==> src/hdl/mesh_defs.svh <==
`ifndef MESH_DEFS_SVH
`define MESH_DEFS_SVH

// 4x4 mesh, one router per node
`define MESH_NX 4
`define MESH_NY 4

`define MESH_XW $clog2(`MESH_NX)    // column address bits
`define MESH_YW $clog2(`MESH_NY)    // row address bits

// local, east, north, west, south
`define MESH_PORTS 5

`endif

==> src/hdl/mesh_pkg.sv <==
`default_nettype none

`include "mesh_defs.svh"

package mesh_pkg;

    // router address in the mesh
    typedef struct packed {
        logic [`MESH_XW-1:0] x;
        logic [`MESH_YW-1:0] y;
    } coord_t;

    // north is decreasing y, south is increasing y
    typedef enum logic [2:0] {
        port_local = 3'd0,
        port_east  = 3'd1,
        port_north = 3'd2,
        port_west  = 3'd3,
        port_south = 3'd4
    } port_e;

    typedef logic [`MESH_PORTS-1:0] port_mask_t;    // indexed by port_e

    // destination relative to current router
    typedef struct packed {
        logic x_plus;
        logic x_min;
        logic y_plus;
        logic y_min;
        logic same_x;
        logic same_y;
    } dir_flags_t;

endpackage

`default_nettype wire

==> src/hdl/route_pkg.sv <==
`default_nettype none

package route_pkg;

    import mesh_pkg::*;

    typedef enum logic [1:0] {
        algo_xy         = 2'd0,    // deterministic
        algo_west_first = 2'd1,    // partially adaptive
        algo_odd_even   = 2'd2     // adaptive, column parity rules
    } algo_e;

    typedef struct packed {
        algo_e  algo;
        coord_t cur;
        coord_t dst;
    } route_req_t;

    // permitted output ports
    typedef struct packed {
        port_mask_t mask;
    } route_rsp_t;

endpackage

`default_nettype wire

==> src/hdl/req_ack_slot.sv <==
`timescale 1ns/1ps
`default_nettype none

// one-entry buffer between two four-phase req/ack links
module req_ack_slot #(
    parameter type payload_t = logic [7:0]
) (
    input  logic     clk,
    input  logic     rst_n,
    input  logic     up_req,
    output logic     up_ack,
    input  payload_t up_data,
    output logic     dn_req,
    input  logic     dn_ack,
    output payload_t dn_data
);

    logic     up_phase;    // upstream ack level
    logic     full;
    logic     dn_req_q;
    logic     dn_sent;     // dn_req already raised for this entry
    payload_t payload_q;
    logic     capture;

    // accept only once the previous upstream cycle has closed
    assign capture = !full && up_req && !up_phase;

    always_ff @(posedge clk or negedge rst_n) begin
        if (!rst_n) begin
            up_phase <= 1'b0;
        end else if (capture) begin
            up_phase <= 1'b1;
        end else if (up_phase && !up_req) begin
            up_phase <= 1'b0;
        end
    end

    always_ff @(posedge clk or negedge rst_n) begin
        if (!rst_n) begin
            full     <= 1'b0;
            dn_req_q <= 1'b0;
            dn_sent  <= 1'b0;
        end else if (!full) begin
            full <= capture;
        end else if (!dn_sent) begin
            dn_req_q <= 1'b1;    // one clock after capture
            dn_sent  <= 1'b1;
        end else if (dn_req_q && dn_ack) begin
            dn_req_q <= 1'b0;
        end else if (!dn_req_q && !dn_ack) begin
            // downstream cycle done
            full    <= 1'b0;
            dn_sent <= 1'b0;
        end
    end

    always_ff @(posedge clk) begin
        if (capture) begin
            payload_q <= up_data;
        end
    end

    assign up_ack  = up_phase;
    assign dn_req  = dn_req_q;
    assign dn_data = payload_q;

    // payload held for the whole downstream request
    a_dn_data_stable: assert property (@(posedge clk) disable iff (!rst_n)
        dn_req |=> (!dn_req || $stable(dn_data)));

    // ack answers a request seen on the previous clock
    a_up_ack_follows_req: assert property (@(posedge clk) disable iff (!rst_n)
        $rose(up_ack) |-> $past(up_req));

endmodule

`default_nettype wire

==> src/hdl/turn_route.sv <==
`timescale 1ns/1ps
`default_nettype none

// XY and west-first port masks
module turn_route
    import mesh_pkg::*;
(
    input  dir_flags_t flags,
    output port_mask_t xy_mask,
    output port_mask_t wf_mask
);

    // x first, then y
    always_comb begin
        xy_mask = '0;
        if (flags.x_plus) begin
            xy_mask[port_east] = 1'b1;
        end else if (flags.x_min) begin
            xy_mask[port_west] = 1'b1;
        end else if (flags.y_plus) begin
            xy_mask[port_south] = 1'b1;
        end else if (flags.y_min) begin
            xy_mask[port_north] = 1'b1;
        end else begin
            xy_mask[port_local] = 1'b1;
        end
    end

    // no turns into west, so any west hop goes first
    always_comb begin
        wf_mask = '0;
        if (flags.same_x && flags.same_y) begin
            wf_mask[port_local] = 1'b1;
        end else if (flags.x_min) begin
            wf_mask[port_west] = 1'b1;
        end else if (flags.x_plus) begin
            wf_mask[port_east]  = 1'b1;
            wf_mask[port_north] = flags.y_min;    // adaptive vertical choice
            wf_mask[port_south] = flags.y_plus;
        end else if (flags.same_x) begin
            wf_mask[port_north] = flags.y_min;
            wf_mask[port_south] = flags.y_plus;
        end
    end

endmodule

`default_nettype wire

==> src/hdl/odd_even_route.sv <==
`timescale 1ns/1ps
`default_nettype none

`include "mesh_defs.svh"

// odd-even turn model
module odd_even_route
    import mesh_pkg::*;
#(
    parameter bit located_in_ni = 1'b0    // 1 lifts the parity rule on east-bound vertical hops
) (
    input  coord_t     cur,
    input  coord_t     dst,
    output port_mask_t mask
);

    logic signed [`MESH_XW:0] xdiff;
    logic signed [`MESH_YW:0] ydiff;
    port_e                    vert_port;

    // one extra bit so the difference keeps its sign
    assign xdiff = $signed({1'b0, dst.x}) - $signed({1'b0, cur.x});
    assign ydiff = $signed({1'b0, dst.y}) - $signed({1'b0, cur.y});

    assign vert_port = (ydiff < 0) ? port_north : port_south;

    always_comb begin
        mask = '0;
        if (xdiff == 0 && ydiff == 0) begin
            mask[port_local] = 1'b1;
        end else if (xdiff == 0) begin    // same column
            mask[vert_port] = 1'b1;
        end else if (ydiff == 0) begin    // same row
            if (xdiff < 0) begin
                mask[port_west] = 1'b1;
            end else begin
                mask[port_east] = 1'b1;
            end
        end else if (xdiff > 0) begin
            // east-bound, vertical only from odd columns
            if (cur.x[0] || located_in_ni) begin
                mask[vert_port] = 1'b1;
            end
            // odd target column or two or more columns to go
            if (dst.x[0] || xdiff != 1) begin
                mask[port_east] = 1'b1;
            end
        end else begin
            mask[port_west] = 1'b1;
            if (!cur.x[0]) begin    // even column
                mask[vert_port] = 1'b1;
            end
        end
    end

endmodule

`default_nettype wire

==> src/hdl/route_compute.sv <==
`timescale 1ns/1ps
`default_nettype none

// combinational route computation, algorithm chosen per request
module route_compute
    import mesh_pkg::*;
    import route_pkg::*;
(
    input  logic       clk,
    input  logic       rst_n,
    input  route_req_t req,
    output route_rsp_t rsp
);

    dir_flags_t flags;
    port_mask_t xy_mask;
    port_mask_t wf_mask;
    port_mask_t oe_mask;

    // comparator
    assign flags.x_plus = req.dst.x > req.cur.x;
    assign flags.x_min  = req.dst.x < req.cur.x;
    assign flags.y_plus = req.dst.y > req.cur.y;
    assign flags.y_min  = req.dst.y < req.cur.y;
    assign flags.same_x = req.dst.x == req.cur.x;
    assign flags.same_y = req.dst.y == req.cur.y;

    turn_route u_turn (
        .flags   (flags),
        .xy_mask (xy_mask),
        .wf_mask (wf_mask)
    );

    odd_even_route #(
        .located_in_ni (1'b0)
    ) u_odd_even (
        .cur  (req.cur),
        .dst  (req.dst),
        .mask (oe_mask)
    );

    always_comb begin
        case (req.algo)
            algo_west_first: rsp.mask = wf_mask;
            algo_odd_even:   rsp.mask = oe_mask;
            default:         rsp.mask = xy_mask;    // xy and the spare code
        endcase
    end

    // every algorithm offers at least one port
    a_mask_nonzero: assert property (@(posedge clk) disable iff (!rst_n)
        !$isunknown(req) |-> rsp.mask != '0);

    a_local_alone: assert property (@(posedge clk) disable iff (!rst_n)
        (!$isunknown(req) && rsp.mask[port_local]) |-> $onehot(rsp.mask));

    a_xy_onehot: assert property (@(posedge clk) disable iff (!rst_n)
        (!$isunknown(req) && req.algo == algo_xy) |-> $onehot(rsp.mask));

endmodule

`default_nettype wire

==> src/hdl/mesh_route_top.sv <==
`timescale 1ns/1ps
`default_nettype none

// registered route stage, up to two routes in flight
module mesh_route_top
    import route_pkg::*;
(
    input  logic       clk,
    input  logic       rst_n,
    input  logic       req_req,
    output logic       req_ack,
    input  route_req_t req_data,
    output logic       rsp_req,
    input  logic       rsp_ack,
    output route_rsp_t rsp_data
);

    logic       mid_req;
    logic       mid_ack;
    route_req_t mid_data;
    route_rsp_t comp_rsp;    // computed from in_slot contents

    req_ack_slot #(
        .payload_t (route_req_t)
    ) in_slot (
        .clk     (clk),
        .rst_n   (rst_n),
        .up_req  (req_req),
        .up_ack  (req_ack),
        .up_data (req_data),
        .dn_req  (mid_req),
        .dn_ack  (mid_ack),
        .dn_data (mid_data)
    );

    route_compute u_compute (
        .clk   (clk),
        .rst_n (rst_n),
        .req   (mid_data),
        .rsp   (comp_rsp)
    );

    req_ack_slot #(
        .payload_t (route_rsp_t)
    ) out_slot (
        .clk     (clk),
        .rst_n   (rst_n),
        .up_req  (mid_req),
        .up_ack  (mid_ack),
        .up_data (comp_rsp),
        .dn_req  (rsp_req),
        .dn_ack  (rsp_ack),
        .dn_data (rsp_data)
    );

endmodule

`default_nettype wire

==> config.mk <==
export PLATFORM = sky130hd
export DESIGN_NAME = mesh_route_top
export DESIGN_NICKNAME = d
export VERILOG_FILES = /design/src/hdl/mesh_pkg.sv /design/src/hdl/route_pkg.sv /design/src/hdl/req_ack_slot.sv /design/src/hdl/turn_route.sv /design/src/hdl/odd_even_route.sv /design/src/hdl/route_compute.sv /design/src/hdl/mesh_route_top.sv
export VERILOG_INCLUDE_DIRS = /design/src /design/src/hdl
export SDC_FILE = /design/constraint.sdc
export NUM_CORES = 1
export LEC_CHECK = 0
export BUFFER_PORTS_ARGS = -buffer_cell sky130_fd_sc_hd__buf_2
export CORE_MARGIN = 5
export CORE_UTILIZATION = 40
export CTS_CLUSTER_DIAMETER = 120
export DETAILED_ROUTE_END_ITERATION = 10
export PLACE_DENSITY_LB_ADDON = 0.15
export SLEW_MARGIN = 20
export SYNTH_ARGS = -nofsm -noshare
export SYNTH_HDL_FRONTEND = slang
export SYNTH_SLANG_ARGS = --single-unit
export TNS_END_PERCENT = 20
==> constraint.sdc <==
create_clock -name clk -period 4.8 [get_ports clk]
set_input_delay 0.48 -clock clk [delete_from_list [all_inputs] [get_ports clk]]
set_output_delay 0.48 -clock clk [all_outputs]
set_load 0.03 [all_outputs]
==> flow_summary_export.csv, run 1 <==
group,metric,value,unit
sta,hold_violations,0,
floorplan,coreArea,2686,um2
floorplan,die_h,62.17,um
logic_synthesis,yosysUniqueCellTypes,27,
critical_path,r2r-start,"in_slot.dn_data[6]",
layout,nets,139,
clock_network,cts.path.max_buffers,2,
layout,fin_cells,147,
global_route,grtUsageTotal,9.587,%
outcome,status,"finished clean",
sta,finalClockSkew,0.002750,ns
critical_path,startpoint,"in_slot.dn_data[6]",
drt,routed_wl,1785,um
power_and_ir_drop,p_sw,228.6,uW
layout,final_layout_size_suffix_gt1_share,21.55,%
drt,wl_met2,784,um
floorplan,num_rows,19,
clock_network,clkSinkCount,23,
power_and_ir_drop,power_frac_clock,14.3,%
floorplan,dieArea,3864,um2
power_and_ir_drop,p_sw_share,36.49,%
placement,placed_area,1235,um2
critical_path,path_depth,5,
power_and_ir_drop,p_int,397.8,uW
critical_path,cp-start-kind,"flop",
drt,dr.first_iter.drc_count,15,
layout,area_delta_synth_final,16.78,%
drt,viasPerCell,5.122,
clock_network,clk_pin_slew_worst_paths,0.12,ns
floorplan,ioPinCount,21,
sta,fin_crit,1.895,ns
logic_synthesis,syn_nets,112,
critical_path,path_class,"flop to flop",
drt,num_vias,753,
sta,rsz0062_at_grt,"false",
global_route,grt_max_degree,13,
sta,fin_crit_sh,39.47,%
clock_network,cts_tree,"yes",
logic_synthesis,syn_avg_cell_area,12.09,um2
floorplan,die_x,62.17,um
global_route,antenna_found_initial,0,
critical_path,endpoint_kind,"flop",
critical_path,crit_arrival,2.08,ns
drt,dr.pass1.iters,4,
clock_network,postCtsHoldBufs,1,
critical_path,cp_top_family,"adder cells",
layout,stdcell_area,1271,um2
drt,wl_met3,126,um
sta,worstMarginPinSlew,0.8032,ns
logic_synthesis,syn_inst,90,
layout,diodes,0,
drt,ant_nets,0,
clock_network,insertion_delay,0.30,ns
logic_synthesis,synth_area_leader_cell,"edfxtp_1",
sta,slew_violations,0,
critical_path,critical_path_required,4.99,ns
run,maxCapViolCount,0,
critical_path,path_cells,"ha_1 > fa_1 > or3b_1 > a21oi_1 > a31o_2",
clock_network,cts-root-buf,"clkbuf_4",
critical_path,critPathMaxFanout,5,
hold_path,min_path_type,"primary input to flop",
global_route,grt.overflow.total,0,
sta,max_slew_margin,46.34,%
critical_path,r2r_cells,5,
global_route,grt_pass1_wl,3091,um
placement,io_buffers,20,
drt,met1Wirelength,851,um
drt,route.detailed.drc,0,
logic_synthesis,ys_seq_elements,23,
logic_synthesis,syn_area,1089,um2
power_and_ir_drop,p_seq_share,50.4,%
sta,finalSetupViolCount,0,
critical_path,cp_num_buf_inv,0,
hold_path,min_from,"req_data[2]",
placement,gp_congestion,0.8504,
clock_network,htreeDepth,1,
power_and_ir_drop,combPwrFrac,35.3,%
logic_synthesis,synth_area_leaders,"edfxtp_1 (41%), dfrtp_1 (18%), ha_1 (6.9%)",
power_and_ir_drop,ir_worst_vdd,269.4,uV
clock_network,numCtsBuffers,3,
logic_synthesis,yosysWarnings,0,
floorplan,start_util,40.52,%
placement,dp_cells,142,
sta,fmax,0.5278,GHz
sta,fin_setup_tns,0,ns
power_and_ir_drop,cellPowerDensity,492.8,nW/um2
global_route,grt_pass1_vias,736,
drt,wl_per_cell,12.14,um
layout,nFillCells,254,
critical_path,slowest_delay,0.48,ns
logic_synthesis,seq_area_frac_synth,59.77,%
logic_synthesis,synth.top_cell.area_share,41.38,%
drt,highest_layer,"met4",
placement,post-dp-hpwl,1437,um
clock_network,cts.repair.resized,0,
power_and_ir_drop,p_leak,0.5566,nW
critical_path,slowest_stage,"fa_1",
clock_network,postCtsSetupBuffers,0,
hold_path,hold_depth,1,
[area by class of cell]
type,instances,area [um2],share of cell area (%)
clock buffers,4,26.28,2.067
inverters,10,37.54,2.953
multi-input cells,57,400.4,31.50
flip-flops and latches,23,650.6,51.18
well taps,31,38.79,3.051
repair buffers,22,117.6,9.252
[per-stage QoR]
stage                     utilization (%)  hold WS, ns  total power [mW]  setup slack, ns
after CTS                           47.32       0.3288            0.6341            2.915
after global placement              45.97       0.3298            0.5392            2.978
after floorplan                         -       0.1844            0.4810            3.001
after global routing                47.32       0.3175            0.6748            2.819
final                               47.32       0.3384            0.6264            2.905
after detailed placement            45.97       0.3353            0.5447            2.941
[cell usage after synthesis]
master / instances
nand4_1: 2
a211oi_1: 1
nor3b_1: 2
o31ai_1: 1
edfxtp_1: 15
o2bb2ai_1: 1
a21o_1: 3
nand3_1: 2
o22ai_1: 1
nor2b_1: 3
a221oi_1: 1
and3_1: 1
o21a_1: 4
ha_1: 6
inv_1: 10
o21ai_1: 1
nand2_1: 11
nor2_1: 4
o211ai_1: 1
a21oi_1: 2
nand2b_1: 1
o21ai_0: 4
a31o_2: 1
dfrtp_1: 8
fa_1: 2
nand4b_1: 1
or3b_1: 1
[kinds of logic after synthesis]
| kind of cell | count (synthesis) | share of synthesized area, % |
|---|---|---|
| adders and majority gates | 8 | 10.57 |
| DFF | 23 | 59.77 |
| and+or+nand+nor | 28 | 13.10 |
| buffers and inverters | 10 | 3.449 |
| AOI/OAI and AO/OA | 21 | 13.10 |
[path summary, 6_finish.rpt]
kind | endpoint | slack (ns)
worst max-delay path | out_slot.dn_data[1] | 2.91
worst min-delay path | in_slot.dn_data[2] | 0.34
worst max register to register | out_slot.dn_data[1] | 2.91
worst min register to register | out_slot.dn_req | 0.51
max in group asynchronous | out_slot.full | 4.11
min in group asynchronous | out_slot.dn_req | 0.53
[registers in the layout, indices dropped and copies added (netlist names)]
| register | cells |
|---|---|
| out_slot.dn_req | 1 |
| out_slot.dn_data | 5 |
| out_slot.full | 1 |
| in_slot.dn_req | 1 |
| in_slot.full | 1 |
| in_slot.dn_sent | 1 |
| out_slot.dn_sent | 1 |
| in_slot.dn_data | 10 |
| out_slot.up_ack | 1 |
| in_slot.up_ack | 1 |
[placed cells by master (no fill, tap or decap), types with 2 or more instances in the layout]
cell type / instances
o21a_1: 4
nor2_1: 4
nand4_1: 2
nand3_1: 2
ha_1: 6
dfrtp_1: 8
a21o_1: 3
buf_2: 20
edfxtp_1: 15
nor2b_1: 3
a21oi_1: 2
nand2_1: 11
fa_1: 2
clkbuf_4: 3
inv_1: 10
o21ai_0: 4
nor3b_1: 2
[power groups by stage]
stage | registers (mW) | clock network (mW) | logic (mW)
2_1_floorplan | 0.352 | 0 | 0.129
3_3_place_gp | 0.319 | 0 | 0.220
3_5_place_dp | 0.321 | 0 | 0.223
4_1_cts | 0.317 | 0.0932 | 0.224
5_1_grt | 0.326 | 0.100 | 0.248
6_report | 0.316 | 0.0893 | 0.221
[metal layers]
layer / up-vias / global-route usage (%)
li1: 377 / -
met1: 351 / 12.17
met2: 21 / 15.16
met3: 4 / 2.703
met4: 0 / 4.065
met5: - / 0
(Power assumes the default switching activity.)
==> run 2: changes to the inputs <==
--- a/config.mk
+++ b/config.mk
@@ -6,6 +6,7 @@
 export SDC_FILE = /design/constraint.sdc
 export NUM_CORES = 1
 export LEC_CHECK = 0
+export ABC_AREA = 1
 export BUFFER_PORTS_ARGS = -buffer_cell sky130_fd_sc_hd__buf_2
 export CORE_MARGIN = 5
 export CORE_UTILIZATION = 40
==> constraint.sdc (replaced) <==
create_clock -name clk -period 2 [get_ports clk]
set_input_delay 0.2 -clock clk [delete_from_list [all_inputs] [get_ports clk]]
set_output_delay 0.2 -clock clk [all_outputs]
set_load 0.03 [all_outputs]
==> run 2 against run 1 <==
  * Clock skew is 0.0019 ns lower
  * Design area is 4.4% higher
  * Sequential power is 140% higher
  * Maximum frequency is 2.7% higher
  * Synthesized cell count is 23% higher
  * Final cell count is 15% higher
  * Worst setup slack worse by 2.7 ns
==> flow_summary_export.csv, run 2 <==
group,metric,value,unit
run,maxCapViolCount,0,
sta,max_slew_margin,80.34,%
drt,viasPerCell,4.669,
logic_synthesis,syn_inst,111,
logic_synthesis,syn_area,1137,um2
clock_network,clk_pin_slew_worst_paths,0.12,ns
critical_path,cp-start-kind,"flop",
placement,io_buffers,20,
critical_path,critical_path_required,2.08,ns
floorplan,coreArea,2734,um2
critical_path,critPathMaxFanout,6,
layout,nets,161,
global_route,grtUsageTotal,10.11,%
layout,final_common_cell,"inv_1",
critical_path,crit_path_frequent_cell,"nor2_1",
sta,worstMarginPinSlew,0.2924,ns
global_route,grt_max_degree,13,
drt,route.detailed.drc,0,
critical_path,slowest_stage,"edfxtp_1",
critical_path,slowest_delay,0.43,ns
logic_synthesis,syn_avg_cell_area,10.25,um2
hold_path,min_path_type,"primary input to flop",
drt,dr.pass1.iters,4,
layout,utilization,48.56,%
logic_synthesis,synth_commonest_cells,"inv_1 (21), nand2_1 (16), edfxtp_1 (15)",
logic_synthesis,yosysUniqueCellTypes,21,
layout,final_layout_size_suffix_gt1_share,25.36,%
logic_synthesis,synth_area_leader_cell,"edfxtp_1",
floorplan,ioPinCount,21,
layout,diodes,0,
logic_synthesis,ys_seq_elements,23,
logic_synthesis,synth_area_leaders,"edfxtp_1 (40%), dfrtp_1 (18%), inv_1 (6.9%)",
clock_network,postCtsSetupBuffers,0,
clock_network,cts_tree,"yes",
sta,finalClockSkew,0.0008676,ns
placement,post-dp-hpwl,1445,um
placement,gp_congestion,0.8575,
clock_network,insertion_delay,0.30,ns
floorplan,dieArea,4010,um2
power_and_ir_drop,ir_worst_vdd,596.8,uV
global_route,antenna_found_initial,0,
sta,rsz0062_at_grt,"false",
layout,area_delta_synth_final,16.72,%
sta,fin_crit,1.844,ns
logic_synthesis,synth-async-reset-ratio,34.78,%
critical_path,crit_arrival,1.92,ns
logic_synthesis,synth.top_cell.area_share,39.60,%
critical_path,path_cells,"ha_1 > fa_1 > inv_2 > nand3_1 > nor2_1 > nor2_1 > nand2_1 > a21oi_2",
critical_path,path_class,"flop to flop",
clock_network,htreeDepth,1,
sta,fin_setup_tns,0,ns
logic_synthesis,yosysWarnings,0,
clock_network,cts.path.max_buffers,2,
clock_network,numCtsBuffers,3,
layout,final_cell_mix,"inv_1 (21), buf_2 (20), nand2_1 (16)",
global_route,grt.overflow.total,0,
layout,largest_register_ffs,10,
critical_path,endpoint_kind,"flop",
sta,fin_crit_sh,92.22,%
drt,routed_wl,1808,um
logic_synthesis,seq_area_frac_synth,57.21,%
floorplan,die_x,63.33,um
sta,hold_violations,0,
logic_synthesis,synth.most_common_cell,"inv_1",
logic_synthesis,synth_flop_cell,"edfxtp_1",
power_and_ir_drop,p_leak,0.6285,nW
sta,finalSetupViolCount,0,
drt,ant_nets,0,
floorplan,start_util,41.60,%
clock_network,clkSinkCount,23,
drt,wl_per_cell,10.70,um
drt,dr.first_iter.drc_count,31,
floorplan,die_h,63.33,um
clock_network,cts-root-buf,"clkbuf_4",
global_route,grt_pass1_vias,821,
sta,slew_violations,0,
power_and_ir_drop,cellPowerDensity,1215,nW/um2
logic_synthesis,synth_edf_count,15,
outcome,status,"finished clean",
floorplan,num_rows,19,
logic_synthesis,syn_nets,133,
sta,fmax,0.5422,GHz
drt,num_vias,789,
global_route,grt_pass1_wl,3318,um
-- run 2: per-layer routing --
layer | global-route usage [%] | wire (um) | up-vias
met2 | 15.61 | 809 | 17
met5 | 0 | 0 | -
met1 | 13.59 | 884 | 356
met4 | 3.117 | 19 | 0
met3 | 3.020 | 96 | 2
li1 | - | - | 414
-- run 2: kinds of logic after synthesis --
family	share of synthesized area [%]
AO/OA/AOI/OAI	8.471
adder cells (fa/ha/maj)	10.12
buffers and inverters	7.921
flip-flops	57.21
AND/OR/NAND/NOR	16.28
-- run 2: path summary, 6_finish.rpt --
| check | from | to | slack (ns) | cells past startpoint |
|---|---|---|---|---|
| setup / recovery | in_slot.dn_data[6] | out_slot.dn_data[4] | 0.16 | 8 |
| hold / removal | req_data[0] | in_slot.dn_data[0] | 0.06 | 1 |
| setup reg to reg | in_slot.dn_data[6] | out_slot.dn_data[4] | 0.16 | 8 |
| hold reg to reg | out_slot.dn_sent | out_slot.dn_req | 0.48 | 1 |
| max in group asynchronous | rst_n | in_slot.dn_req | 1.59 | 2 |
| min in group asynchronous | rst_n | out_slot.full | 0.25 | 2 |
-- run 2: report_power, final --
group | total [mW] | switching, mW | internal [mW]
combinational | 0.634 | 0.414 | 0.220
sequential | 0.770 | 0.0891 | 0.681
clock | 0.209 | 0.132 | 0.0776
-- run 2: per-stage QoR --
stage | setup WS (ns) | hold WS [ns] | power (mW) | instances | instance area [um2]
global route | 0.03675 | 0.04377 | 1.762 | 169 | 1328
detailed placement | 0.1599 | 0.05002 | 1.416 | 164 | 1291
global placement | 0.2022 | 0.04821 | 1.402 | 164 | 1291
CTS | 0.1457 | 0.04895 | 1.631 | 169 | 1328
finish | 0.1556 | 0.06384 | 1.613 | 169 | 1328
floorplan | 0.2550 | -0.09559 | 1.237 | 111 | 1137
-- run 2: worst max-delay path, delay by kind of cell, from the launching register on --
kind | cells | cell delay, ns
AND/OR/NAND/NOR | 4 | 0.37
buffers and inverters | 1 | 0.13
AO/OA/AOI/OAI | 1 | 0.05
adder cells (fa/ha/maj) | 2 | 0.64
flip-flops | 1 | 0.43
-- run 2: cell type report --
type	count	area, um2
fill	254	1406
timing repair buffer	23	125.1
multi-input combinational	64	396.6
sequential	23	650.6
clock buffer	4	26.28
inverter	24	90.09
tap	31	38.79
-- run 2: repair_timing --
action,in CTS,in global routing
endpoints found under the hold margin,8,0
hold buffers,1,0
gates resized for setup,0,0
==> run 3: changes to the inputs <==
--- a/config.mk
+++ b/config.mk
@@ -11,8 +11,10 @@
 export CORE_MARGIN = 5
 export CORE_UTILIZATION = 40
 export CTS_CLUSTER_DIAMETER = 120
+export CTS_CLUSTER_SIZE = 28
 export DETAILED_ROUTE_END_ITERATION = 10
 export PLACE_DENSITY_LB_ADDON = 0.15
+export RECOVER_POWER = 100
 export SLEW_MARGIN = 20
 export SYNTH_ARGS = -nofsm -noshare
 export SYNTH_HDL_FRONTEND = slang
==> run 3 against run 2 <==
  * Maximum frequency fell by 0.33%
  * Worst setup slack worse by 0.0061 ns
  * Utilization shrank 0.82 points
  * First-iteration DRC count up 6.5%
  * Largest cell class unchanged
  * Critical endpoint unchanged
  * Critical path depth up 2
==> flow_summary_export.csv, run 3 (same netlist as run 2, synthesis figures left out) <==
group,metric,value,unit
outcome,status,"finished clean",
layout,stdcell_area,1305,um2
layout,final_layout_size_suffix_gt1_share,16.67,%
critical_path,cp-start-kind,"flop",
critical_path,critical_path_required,2.08,ns
drt,num_vias,794,
critical_path,r2r_setup_slack,0.15,ns
power_and_ir_drop,combPwrFrac,37.9,%
global_route,grt.overflow.total,0,
hold_path,min_path_type,"primary input to flop",
layout,seq_area,650.6,um2
sta,fin_crit,1.850,ns
power_and_ir_drop,ir_worst_vdd,601.5,uV
sta,fin_setup_tns,0,ns
critical_path,crit_path_frequent_cell,"nand2_1",
clock_network,cts.path.max_buffers,2,
critical_path,critPathMaxFanout,3,
layout,nFillCells,263,
layout,area_delta_synth_final,14.74,%
critical_path,r2r_end,"out_slot.dn_data[4]",
global_route,antenna_found_initial,0,
critical_path,slowest_stage,"fa_1",
sta,slew_violations,0,
clock_network,htreeDepth,1,
sta,worstMarginPinSlew,0.5457,ns
global_route,grt.met2_usage,15.61,%
layout,final_cell_mix,"inv_1 (21), nand2_1 (18), edfxtp_1 (15)",
power_and_ir_drop,power,1.581,mW
placement,post-dp-hpwl,1445,um
critical_path,cp_top_family,"adder cells",
global_route,use_met1,13.59,%
floorplan,num_rows,19,
global_route,met3_usage,3.020,%
clock_network,numCtsBuffers,3,
layout,multi_input_area,391.6,um2
power_and_ir_drop,power_frac_clock,13.3,%
power_and_ir_drop,cellPowerDensity,1211,nW/um2
critical_path,cp_num_buf_inv,0,
placement,dp_cells,164,
layout,diodes,0,
placement,io_buffers,20,
layout,nets,161,
global_route,grt_pass1_vias,821,
drt,viasPerCell,4.698,
floorplan,die_h,63.33,um
layout,fin_cells,169,
hold_path,hold_depth,1,
power_and_ir_drop,p_int,948.8,uW
power_and_ir_drop,p_sw_share,39.98,%
sta,finalClockSkew,0.0009213,ns
power_and_ir_drop,p_leak,0.5966,nW
drt,dr.first_iter.drc_count,33,
global_route,top_usage_layer,"met2",
layout,largest_register_ffs,10,
drt,wl_per_cell,10.74,um
critical_path,r2r-start,"in_slot.dn_data[6]",
placement,place_ws,0.1599,ns
drt,ant_nets,0,
hold_path,min_from,"req_data[0]",
drt,routed_wl,1815,um
floorplan,ioPinCount,21,
floorplan,start_util,41.60,%
sta,max_slew_margin,63.62,%
sta,fin_crit_sh,92.52,%
global_route,grt_pass1_wl,3318,um
sta,hold_violations,0,
layout,final_common_cell,"inv_1",
critical_path,endpoint_kind,"flop",
drt,dr.pass1.iters,4,
power_and_ir_drop,p_seq_share,48.8,%
sta,worst_slack,0.1496,ns
power_and_ir_drop,p_sw,632.0,uW
drt,route.detailed.drc,0,
clock_network,cts.repair.resized,0,
sta,fmax,0.5404,GHz
clock_network,insertion_delay,0.30,ns
hold_path,hold_path_end,"in_slot.dn_data[0]",
critical_path,r2r_cells,10,
placement,placed_area,1291,um2
run,maxCapViolCount,0,
clock_network,cts-root-buf,"clkbuf_4",
floorplan,dieArea,4010,um2
sta,rsz0062_at_grt,"false",
critical_path,crit_arrival,1.93,ns
global_route,grt_max_degree,13,
critical_path,slowest_delay,0.49,ns
floorplan,coreArea,2734,um2
global_route,grtUsageTotal,10.11,%
clock_network,clkSinkCount,23,
placement,gp_congestion,0.8575,
clock_network,postCtsSetupBuffers,0,
floorplan,die_x,63.33,um
critical_path,path_class,"flop to flop",
critical_path,path_cells,"ha_1 > fa_1 > nand2_2 > nand2_1 > nand2_1 > nand2_1 > nand2_1 > nand2_1 > nand2_1 > a21oi_2",
sta,finalSetupViolCount,0,
clock_network,cts_tree,"yes",
clock_network,clk_pin_slew_worst_paths,0.12,ns
## run 3: changes by cell type in the layout (fill, tap and decap cells not counted), sizes merged
cell,change
buf,-10
clkbuf,+10
## run 3: power groups by stage
stage               clock [mW]  combinational, mW  sequential [mW]
finish                   0.210              0.600            0.772
global route             0.243              0.695            0.796
CTS                      0.221              0.640            0.770
detailed placement           0              0.634            0.782
global placement             0              0.628            0.774
floorplan                    0              0.372            0.865
## run 3: worst max-delay path by stage
| stage | from | to | slack, ns | cells past startpoint |
|---|---|---|---|---|
| CTS | in_slot.dn_data[6] | out_slot.dn_data[4] | 0.15 | 8 |
| detailed placement | in_slot.dn_data[6] | out_slot.dn_data[4] | 0.16 | 8 |
| finish | in_slot.dn_data[6] | out_slot.dn_data[4] | 0.15 | 10 |
| global route | in_slot.dn_data[2] | out_slot.dn_data[4] | 0.04 | 11 |
| floorplan | in_slot.dn_data[6] | out_slot.dn_data[4] | 0.26 | 7 |
| global placement | in_slot.dn_data[6] | out_slot.dn_data[4] | 0.20 | 8 |
## run 3: final cells by class
class / count / area share, %
inverters: 24 / 6.903
flip-flops and latches: 23 / 49.86
clock buffers: 4 / 2.013
repair buffers: 23 / 8.245
multi-input cells: 64 / 30.01
well taps: 31 / 2.972
## run 3: through the flow
stage / hold slack, ns / util, %
floorplan: -0.09559 / -
global placement: 0.04821 / 47.23
detailed placement: 0.05002 / 47.23
CTS: 0.04895 / 48.56
global route: 0.04377 / 47.73
finish: 0.06384 / 47.73
## run 3: worst reg2reg max path, stage by stage (launching register included)
cell and delay, ns:
edfxtp_1 0.43, ha_1 0.21, fa_1 0.49, nand2_2 0.09, nand2_1 0.09, nand2_1 0.07
nand2_1 0.04, nand2_1 0.05, nand2_1 0.05, nand2_1 0.06, a21oi_2 0.05
## run 3: repair_timing
item | CTS | global route
hold buffers | 1 | 0
endpoints found under the hold margin | 8 | 0
setup endpoints to repair | 0 | 0
## run 3: per-layer routing
layer | share of wire (%) | vias up
met3 | 5.3 | 2
met2 | 45 | 19
met5 | 0 | -
met1 | 49 | 359
met4 | 1.0 | 0
li1 | - | 414
